## config.mk

```make
export PLATFORM = sky130hd
export DESIGN_NAME = alu_wb_top
export DESIGN_NICKNAME = d
export VERILOG_FILES = /design/src/logic/alu_pkg.sv /design/src/logic/alu_ctrl_if.sv /design/src/logic/alu_wb_regs.sv /design/src/logic/alu_sequencer.sv /design/src/logic/alu_step_counter.sv /design/src/logic/alu_datapath.sv /design/src/logic/alu_wb_top.sv
export SDC_FILE = /design/constraint.sdc
export NUM_CORES = 1
export LEC_CHECK = 0
export BUFFER_PORTS_ARGS = -buffer_cell sky130_fd_sc_hd__buf_4
export CAP_MARGIN = 15
export CELL_PAD_IN_SITES_DETAIL_PLACEMENT = 1
export CELL_PAD_IN_SITES_GLOBAL_PLACEMENT = 1
export CORE_MARGIN = 3
export CORE_UTILIZATION = 35
export DETAILED_ROUTE_END_ITERATION = 12
export PLACE_DENSITY_LB_ADDON = 0.05
export SLEW_MARGIN = 0
export SYNTH_ARGS = -nofsm -noshare
export SYNTH_HDL_FRONTEND = slang
export SYNTH_SLANG_ARGS = --single-unit
```

## constraint.sdc

```tcl
create_clock -name i_clk -period 10 [get_ports i_clk]
set_input_delay 0.5 -clock i_clk [delete_from_list [all_inputs] [get_ports i_clk]]
set_output_delay 0.5 -clock i_clk [all_outputs]
set_load 0.02 [all_outputs]
```

## src/logic/alu_pkg.sv

```systemverilog
package alu_pkg;

   typedef enum logic [1:0] {
      OP_ADD = 2'd0,
      OP_SUB = 2'd1,
      OP_MUL = 2'd2,
      OP_DIV = 2'd3
   } alu_op_e;

   typedef enum logic [2:0] {
      ST_IDLE    = 3'd0,
      ST_SIGN_B  = 3'd1,
      ST_MUL     = 3'd2,
      ST_DIV_R   = 3'd3,
      ST_DIV_CMP = 3'd4,
      ST_DIV_CNT = 3'd5,
      ST_SIGN_Q  = 3'd6,
      ST_FINISH  = 3'd7
   } alu_state_e;

   // Word addresses on the bus.
   localparam logic [2:0] REG_A      = 3'd0;
   localparam logic [2:0] REG_B      = 3'd1;
   localparam logic [2:0] REG_CMD    = 3'd2;
   localparam logic [2:0] REG_STATUS = 3'd3;
   localparam logic [2:0] REG_RESULT = 3'd4;

   localparam int STAT_BUSY = 0;
   localparam int STAT_DONE = 1;
   localparam int STAT_OVF  = 2;
   localparam int STAT_ZERO = 3;

endpackage

```

## src/logic/alu_ctrl_if.sv

```systemverilog
`timescale 1ns/1ps
interface alu_ctrl_if;

   alu_pkg::alu_state_e state;
   alu_pkg::alu_op_e    op;
   logic                load;       // Start of an operation.
   logic                neg;        // Adder computes a - b.

   logic                ovf;        // Carry in MUL, signed overflow elsewhere.
   logic                sign;       // Top bit of the adder result.
   logic                a_neg;
   logic                b_neg;
   logic                b_zero;
   logic                mul_empty;  // Multiplier has no bits left above bit 0.
   logic                mul_top;    // Next shift of B loses a bit.

   modport seq (
      output state, op, load, neg,
      input  ovf, sign, a_neg, b_neg, b_zero, mul_empty, mul_top
   );

   modport dp (
      input  state, op, load, neg,
      output ovf, sign, a_neg, b_neg, b_zero, mul_empty, mul_top
   );

endinterface

```

## src/logic/alu_wb_regs.sv

```systemverilog
`timescale 1ns/1ps
module alu_wb_regs #(
   parameter int DATA_WIDTH = 16
) (
   input  logic                  i_clk,
   input  logic                  i_nrst,
   input  logic                  i_wb_cyc,
   input  logic                  i_wb_stb,
   input  logic                  i_wb_we,
   input  logic [2:0]            i_wb_adr,
   input  logic [DATA_WIDTH-1:0] i_wb_dat,
   output logic [DATA_WIDTH-1:0] o_wb_dat,
   output logic                  o_wb_ack,
   input  logic                  i_done,
   input  logic                  i_ovf,
   input  logic                  i_zero,
   input  logic [DATA_WIDTH-1:0] i_result,
   output logic                  o_start,
   output alu_pkg::alu_op_e      o_op,
   output logic [DATA_WIDTH-1:0] o_a,
   output logic [DATA_WIDTH-1:0] o_b,
   output logic                  o_irq
);

   logic                  req;
   logic                  busy;
   logic                  done;
   logic                  ovf;
   logic                  zero;
   logic [DATA_WIDTH-1:0] result;
   logic [DATA_WIDTH-1:0] status;

   assign req   = i_wb_cyc & i_wb_stb & ~o_wb_ack;  // One ack per request.
   assign o_irq = done;

   always_comb begin
      status                     = '0;
      status[alu_pkg::STAT_BUSY] = busy;
      status[alu_pkg::STAT_DONE] = done;
      status[alu_pkg::STAT_OVF]  = ovf;
      status[alu_pkg::STAT_ZERO] = zero;
   end

   always_ff @(posedge i_clk or negedge i_nrst) begin
      if (!i_nrst) begin
         o_wb_ack <= 1'b0;
         o_wb_dat <= '0;
         o_start  <= 1'b0;
         o_op     <= alu_pkg::OP_ADD;
         o_a      <= '0;
         o_b      <= '0;
         busy     <= 1'b0;
         done     <= 1'b0;
         ovf      <= 1'b0;
         zero     <= 1'b0;
         result   <= '0;
      end else begin
         o_wb_ack <= req;
         o_start  <= 1'b0;
         if (req && i_wb_we) begin
            case (i_wb_adr)
               alu_pkg::REG_A: o_a <= i_wb_dat;
               alu_pkg::REG_B: o_b <= i_wb_dat;
               alu_pkg::REG_CMD: if (!busy) begin
                  o_op    <= alu_pkg::alu_op_e'(i_wb_dat[1:0]);
                  o_start <= 1'b1;
                  busy    <= 1'b1;
                  done    <= 1'b0;
                  ovf     <= 1'b0;
                  zero    <= 1'b0;
               end
               default: ;
            endcase
         end
         if (req && !i_wb_we) begin
            case (i_wb_adr)
               alu_pkg::REG_A:      o_wb_dat <= o_a;
               alu_pkg::REG_B:      o_wb_dat <= o_b;
               alu_pkg::REG_CMD:    o_wb_dat <= DATA_WIDTH'(o_op);
               alu_pkg::REG_STATUS: o_wb_dat <= status;
               alu_pkg::REG_RESULT: o_wb_dat <= result;
               default:             o_wb_dat <= '0;
            endcase
         end
         if (i_done) begin
            busy   <= 1'b0;
            done   <= 1'b1;
            ovf    <= i_ovf;
            zero   <= i_zero;
            result <= (i_ovf | i_zero) ? '0 : i_result;  // Errors read as 0.
         end
      end
   end

   done_while_busy: assert property (@(posedge i_clk) disable iff (!i_nrst)
      i_done |-> busy);

endmodule

```

## src/logic/alu_sequencer.sv

```systemverilog
`timescale 1ns/1ps
module alu_sequencer #(
   parameter int DATA_WIDTH = 16
) (
   input  logic             i_clk,
   input  logic             i_nrst,
   input  logic             i_start,
   input  alu_pkg::alu_op_e i_op,
   input  logic             i_last,
   alu_ctrl_if.seq          ctrl,
   output logic             o_cnt_clr,
   output logic             o_cnt_adv,
   output logic             o_done,
   output logic             o_ovf,
   output logic             o_zero
);

   alu_pkg::alu_state_e state;
   alu_pkg::alu_state_e next_md;
   logic                muldiv;
   logic                neg_q;    // Result needs a final negate.
   logic                q_top;    // Top bit of the unsigned product.

   assign muldiv     = (i_op == alu_pkg::OP_MUL) | (i_op == alu_pkg::OP_DIV);
   assign next_md    = (i_op == alu_pkg::OP_MUL) ? alu_pkg::ST_MUL : alu_pkg::ST_DIV_R;
   assign ctrl.state = state;
   assign ctrl.op    = i_op;
   assign ctrl.load  = (state == alu_pkg::ST_IDLE) & i_start;
   assign o_cnt_clr  = ctrl.load;
   assign o_cnt_adv  = (state == alu_pkg::ST_DIV_CNT) & ~i_last;
   assign o_done     = (state == alu_pkg::ST_FINISH);

   always_comb begin
      case (state)
         alu_pkg::ST_IDLE:    ctrl.neg = (i_op == alu_pkg::OP_SUB) | (muldiv & ctrl.a_neg);
         alu_pkg::ST_SIGN_B,
         alu_pkg::ST_DIV_CMP,
         alu_pkg::ST_SIGN_Q:  ctrl.neg = 1'b1;
         default:             ctrl.neg = 1'b0;
      endcase
   end

   always_ff @(posedge i_clk or negedge i_nrst) begin
      if (!i_nrst) begin
         state  <= alu_pkg::ST_IDLE;
         neg_q  <= 1'b0;
         q_top  <= 1'b0;
         o_ovf  <= 1'b0;
         o_zero <= 1'b0;
      end else begin
         case (state)
            alu_pkg::ST_IDLE: if (i_start) begin
               o_ovf  <= 1'b0;
               o_zero <= 1'b0;
               q_top  <= 1'b0;
               neg_q  <= ctrl.a_neg ^ ctrl.b_neg;
               if (!muldiv) begin
                  o_ovf <= ctrl.ovf;
                  state <= alu_pkg::ST_FINISH;
               end else if ((i_op == alu_pkg::OP_DIV) && ctrl.b_zero) begin
                  o_zero <= 1'b1;
                  state  <= alu_pkg::ST_FINISH;
               end else if (ctrl.ovf) begin                // A is the most negative value.
                  o_ovf <= 1'b1;
                  state <= alu_pkg::ST_FINISH;
               end else begin
                  state <= ctrl.b_neg ? alu_pkg::ST_SIGN_B : next_md;
               end
            end
            alu_pkg::ST_SIGN_B: begin
               o_ovf <= ctrl.ovf;
               state <= ctrl.ovf ? alu_pkg::ST_FINISH : next_md;
            end
            alu_pkg::ST_MUL: begin
               if (ctrl.ovf || (ctrl.mul_top && !ctrl.mul_empty)) begin
                  o_ovf <= 1'b1;
                  state <= alu_pkg::ST_FINISH;
               end else if (ctrl.mul_empty) begin
                  q_top <= ctrl.sign;
                  if (neg_q) begin
                     state <= alu_pkg::ST_SIGN_Q;
                  end else begin
                     o_ovf <= ctrl.sign;
                     state <= alu_pkg::ST_FINISH;
                  end
               end
            end
            alu_pkg::ST_DIV_R:   state <= alu_pkg::ST_DIV_CMP;
            alu_pkg::ST_DIV_CMP: state <= alu_pkg::ST_DIV_CNT;
            alu_pkg::ST_DIV_CNT: if (i_last) begin
               state <= neg_q ? alu_pkg::ST_SIGN_Q : alu_pkg::ST_FINISH;
            end else begin
               state <= alu_pkg::ST_DIV_R;
            end
            alu_pkg::ST_SIGN_Q: begin
               o_ovf <= q_top & ~ctrl.sign;  // Magnitude above 2**(W-1).
               state <= alu_pkg::ST_FINISH;
            end
            default: state <= alu_pkg::ST_IDLE;
         endcase
      end
   end

   start_in_idle: assert property (@(posedge i_clk) disable iff (!i_nrst)
      i_start |-> state == alu_pkg::ST_IDLE);

endmodule

```

## src/logic/alu_step_counter.sv

```systemverilog
`timescale 1ns/1ps
module alu_step_counter #(
   parameter int DATA_WIDTH = 16
) (
   input  logic i_clk,
   input  logic i_nrst,
   input  logic i_clr,
   input  logic i_adv,
   output logic o_last
);

   localparam int CW = $clog2(DATA_WIDTH);

   logic [CW-1:0] cnt;

   assign o_last = (cnt == CW'(DATA_WIDTH - 1));

   always_ff @(posedge i_clk or negedge i_nrst) begin
      if (!i_nrst) begin
         cnt <= '0;
      end else if (i_clr) begin
         cnt <= '0;
      end else if (i_adv) begin
         cnt <= cnt + 1'b1;
      end
   end

   no_wrap: assert property (@(posedge i_clk) disable iff (!i_nrst)
      i_adv && !i_clr |-> !o_last);

endmodule

```

## src/logic/alu_datapath.sv

```systemverilog
`timescale 1ns/1ps
module alu_datapath #(
   parameter int DATA_WIDTH = 16
) (
   input  logic                  i_clk,
   input  logic                  i_nrst,
   input  logic [DATA_WIDTH-1:0] i_a,
   input  logic [DATA_WIDTH-1:0] i_b,
   alu_ctrl_if.dp                ctrl,
   output logic [DATA_WIDTH-1:0] o_result
);

   logic [DATA_WIDTH-1:0] a;
   logic [DATA_WIDTH-1:0] b;
   logic [DATA_WIDTH-1:0] r;
   logic [DATA_WIDTH-1:0] q;
   logic [DATA_WIDTH-1:0] add_a;
   logic [DATA_WIDTH-1:0] add_b;
   logic [DATA_WIDTH-1:0] b_eff;
   logic [DATA_WIDTH-1:0] sum;
   logic                  carry;
   logic                  sovf;
   logic                  arith;

   assign arith = (ctrl.op == alu_pkg::OP_ADD) | (ctrl.op == alu_pkg::OP_SUB);

   always_comb begin
      add_a = '0;
      add_b = '0;
      case (ctrl.state)
         alu_pkg::ST_IDLE: begin
            add_a = arith ? i_a : '0;  // Negates A for multiply and divide.
            add_b = arith ? i_b : i_a;
         end
         alu_pkg::ST_SIGN_B:  add_b = b;
         alu_pkg::ST_MUL: begin
            add_a = q;
            add_b = a[0] ? b : '0;
         end
         alu_pkg::ST_DIV_CMP: begin
            add_a = r;
            add_b = b;
         end
         alu_pkg::ST_SIGN_Q:  add_b = q;
         default: ;
      endcase
   end

   assign b_eff        = add_b ^ {DATA_WIDTH{ctrl.neg}};
   assign {carry, sum} = {1'b0, add_a} + {1'b0, b_eff} + (DATA_WIDTH + 1)'(ctrl.neg);
   assign sovf = (add_a[DATA_WIDTH-1] == b_eff[DATA_WIDTH-1]) &
                 (sum[DATA_WIDTH-1] != add_a[DATA_WIDTH-1]);

   assign ctrl.ovf       = (ctrl.state == alu_pkg::ST_MUL) ? carry : sovf;
   assign ctrl.sign      = sum[DATA_WIDTH-1];
   assign ctrl.a_neg     = i_a[DATA_WIDTH-1];
   assign ctrl.b_neg     = i_b[DATA_WIDTH-1];
   assign ctrl.b_zero    = (i_b == '0);
   assign ctrl.mul_empty = (a[DATA_WIDTH-1:1] == '0);
   assign ctrl.mul_top   = b[DATA_WIDTH-1];
   assign o_result       = q;

   always_ff @(posedge i_clk or negedge i_nrst) begin
      if (!i_nrst) begin
         a <= '0;
         b <= '0;
         r <= '0;
         q <= '0;
      end else begin
         case (ctrl.state)
            alu_pkg::ST_IDLE: if (ctrl.load) begin
               a <= sum;
               b <= i_b;
               r <= '0;
               q <= arith ? sum : '0;
            end
            alu_pkg::ST_SIGN_B: b <= sum;
            alu_pkg::ST_MUL: begin
               q <= sum;
               a <= a >> 1;
               b <= b << 1;
            end
            alu_pkg::ST_DIV_R: begin
               r <= {r[DATA_WIDTH-2:0], a[DATA_WIDTH-1]};
               a <= a << 1;
            end
            alu_pkg::ST_DIV_CMP: begin
               if (carry) r <= sum;  // No borrow, so R >= B.
               q <= {q[DATA_WIDTH-2:0], carry};
            end
            alu_pkg::ST_SIGN_Q: q <= sum;
            default: ;
         endcase
      end
   end

endmodule

```

## src/logic/alu_wb_top.sv

```systemverilog
`timescale 1ns/1ps
module alu_wb_top #(
   parameter int DATA_WIDTH = 16
) (
   input  logic                  i_clk,
   input  logic                  i_nrst,
   input  logic                  i_wb_cyc,
   input  logic                  i_wb_stb,
   input  logic                  i_wb_we,
   input  logic [2:0]            i_wb_adr,
   input  logic [DATA_WIDTH-1:0] i_wb_dat,
   output logic [DATA_WIDTH-1:0] o_wb_dat,
   output logic                  o_wb_ack,
   output logic                  o_irq
);

   logic                  start, done, ovf, zero, last, cnt_clr, cnt_adv;
   alu_pkg::alu_op_e      op;
   logic [DATA_WIDTH-1:0] a, b, result;

   alu_ctrl_if ctrl ();

   alu_wb_regs #(.DATA_WIDTH(DATA_WIDTH)) u_regs (
      .i_clk(i_clk), .i_nrst(i_nrst),
      .i_wb_cyc(i_wb_cyc), .i_wb_stb(i_wb_stb), .i_wb_we(i_wb_we),
      .i_wb_adr(i_wb_adr), .i_wb_dat(i_wb_dat), .o_wb_dat(o_wb_dat), .o_wb_ack(o_wb_ack),
      .i_done(done), .i_ovf(ovf), .i_zero(zero), .i_result(result),
      .o_start(start), .o_op(op), .o_a(a), .o_b(b), .o_irq(o_irq)
   );

   alu_sequencer #(.DATA_WIDTH(DATA_WIDTH)) u_seq (
      .i_clk(i_clk), .i_nrst(i_nrst), .i_start(start), .i_op(op), .i_last(last),
      .ctrl(ctrl.seq), .o_cnt_clr(cnt_clr), .o_cnt_adv(cnt_adv),
      .o_done(done), .o_ovf(ovf), .o_zero(zero)
   );

   alu_step_counter #(.DATA_WIDTH(DATA_WIDTH)) u_cnt (
      .i_clk(i_clk), .i_nrst(i_nrst), .i_clr(cnt_clr), .i_adv(cnt_adv), .o_last(last)
   );

   alu_datapath #(.DATA_WIDTH(DATA_WIDTH)) u_dp (
      .i_clk(i_clk), .i_nrst(i_nrst), .i_a(a), .i_b(b), .ctrl(ctrl.dp), .o_result(result)
   );

endmodule

```

==> flow_summary.toml <==
[layout]
finalNetCount = 979
area_growth_pct = 14.8
drive_gt1_share_pct = 18.0
final_core_util_pct = 41.6
diodes = 0

[setup_path]
cp_max_fo = 31
worstSetupPathType = "flop to flop"
critPathCaptureType = "flop"
r2r_cells = 11
critPathLaunchType = "flop"
r2r_slack_ps = 4910
cp.required_ps = 10320
cp_data_arrival_time_ps = 5410

[clock_tree]
postCtsSetupBuffers = 0
clkTransAtPathRegs_ps = 70
h-tree-depth = 4
clock_sinks = 147
tritoncts = "yes"
clk_path_buf_depth = 2
root_buffer = "clkbuf_16"
post_cts_resized = 0
cts_hold_buf = 0
numCtsBuffers = 17
insertion_delay_ps = 440

[die]
coreArea_um2 = 23800
start_util_pct = 36.2
ios = 42
die_w_um = 163
rows = 56
dieArea_um2 = 26600
die_h_um = 163

[sta]
rsz0062_at_grt = "false"
worstMarginPinSlew_ps = 1100
whs_ps = 79.5
fmax_ghz = 0.197
tns_ps = 0
fin_ws_ps = 4910
slew_viol_final = 0
finalClockSkew_ps = 14.7
hold_viol = 0
slew_headroom_pct = 26.8
finalCriticalPeriod_ps = 5090
post-route-period-util_pct = 50.9
setup_violations = 0

[routing]
wl_per_cell_um = 23.6
drtPass1Iterations = 7
ant_nets = 0
drc = 0
vias_per_cell = 5.93
wl_um = 30000
vias = 7535
drt_iter0_markers = 633

[global_routing]
gr-total-overflow = 0
antenna_found_initial = 0
grt_max_degree = 82
grt_pass1_vias = 7974
grt_pass1_wl_um = 47800
grt.total_usage_pct = 23.3

[yosys]
yosysWarnings = 0
ys_seq_elements = 147
synthArstFlopShare_pct = 100
synthCells = 921
syn_avg_cell_area_um2 = 9.36
netlist_top_cells_count = "147 x dfrtp_1, 107 x nand2_1, 84 x nor2_1, 75 x a21oi_1, 61 x o21ai_0"
synth_top_area_share_pct = 42.7
syn_nets = 962
synth-edff-count = 0
synthTopCellsByArea = "dfrtp_1 43%, mux2_2 7.2%, nand2_1 4.7%, a21oi_1 4.4%, a222oi_1 3.7%"
syn_area_um2 = 8620
synth_ff_type = "dfrtp_1"
yosys.area.top_type = "dfrtp_1"
ys_types = 67
yosysSeqAreaShare_pct = 42.7
yosysMostFrequentCell = "dfrtp_1"

[status]
outcome = "finished clean"

[job]
cap_violations = 0

[placed_design]
port_buffers = 41
place_hpwl_um = 21400
dp_slack_ps = 5020
place_congestion = 0.904

[worst_hold_path]
hold_class = "input pin to async pin"
-- cells in the final DEF, fill, tap and decap left out, types with 5 or more instances in the layout --
master     synthesis  final
mux2_2            55     55
a222oi_1          32     32
nand2_1          107    107
clkbuf_16          0     17
a22oi_1           35     35
and3_1             6      6
nor4_1             7      6
dfrtp_1          147    147
a21o_1             7      7
inv_1             24     24
ha_1              16     16
o21a_1             9      9
nor2b_1            9      9
xor2_1             5      5
buf_4              0     61
o21ai_0           61     61
nor3_2             1      5
a31oi_1           10     10
a21oi_1           75     75
nor2_1            84     82
o22ai_1            5      5
a22o_1            20     20
a221oi_1          12     12
mux2i_1           17     17
xnor2_1           28     28
and2_1             7      7
nor3_1            10      6
-- routing by layer --
metal | global-route usage (%) | vias up | wire, um
met5 | 0 | - | 0
met1 | 32.2 | 3866 | 14000
met3 | 3.69 | 28 | 1390
met2 | 37.8 | 188 | 14000
li1 | - | 3453 | -
met4 | 6.57 | 0 | 570
-- final cells by class --
| type | count | area, um^2 |
|---|---|---|
| flip-flops and latches | 147 | 3680 |
| clock buffers | 17 | 425 |
| repair buffers | 63 | 484 |
| inverters | 24 | 90.1 |
| well taps | 319 | 399 |
| clock inverters | 15 | 165 |
| multi-input cells | 685 | 4660 |
| fillers | 2701 | 13900 |
-- logic make-up after synthesis --
kind of cell             count (synthesis)  synth area share [%]
multiplexers                            72                  9.15
adder cells (fa/ha/maj)                 17                  2.55
buffers and inverters                   89                  3.99
XOR/XNOR                                36                  3.92
flip-flops                             147                  42.7
AND/OR/NAND/NOR                        258                  13.4
AO/OA/AOI/OAI                          302                  24.3
-- critical path, cell delays in order, from the launching register on --
cell      delay [ps]
dfrtp_1         1040
and3b_1          550
a222oi_1         510
xnor2_1          140
ha_1             440
and3_1           280
and2_1           190
nor4bb_1         270
a21oi_1          180
nor2_1           150
or3_1            770
mux2_2           410
-- path summary, 6_finish.rpt --
path                                                   to                       startpoint
max                                 u_dp.r[9]$_DFFE_PN0P_  u_seq.ctrl.state[0]$_DFFE_PN0P_
min                        u_regs.o_wb_dat[2]$_DFFE_PN0P_                           i_nrst
max reg2reg                         u_dp.r[9]$_DFFE_PN0P_  u_seq.ctrl.state[0]$_DFFE_PN0P_
min reg2reg                  u_regs.result[2]$_DFFE_PN0P_     u_regs.result[2]$_DFFE_PN0P_
max in group asynchronous          u_dp.r[10]$_DFFE_PN0P_                           i_nrst
min in group i_clk             u_regs.o_b[15]$_DFFE_PN0P_                     i_wb_dat[15]
-- sequential cells by signal (all words and copies together) (netlist names), 2 cells and up --
signal and flops:
u_regs.o_op 2, u_regs.result 16, u_dp.b 16, u_regs.o_a 16, u_dp.a 16, u_cnt.cnt 4
u_regs.o_b 16, u_dp.o_result 16, u_dp.r 16, u_seq.ctrl.state 3, u_regs.o_wb_dat 16
-- per-stage QoR --
stage               instance area, um^2  instances
finish                             9900       1270
global route                       9900       1270
CTS                                9880       1268
detailed placement                 9290       1236
global placement                   9290       1236
floorplan                          8620        921
Power is not shown: default switching activity piles up to over one toggle a cycle in this logic, so the estimate is an artifact.
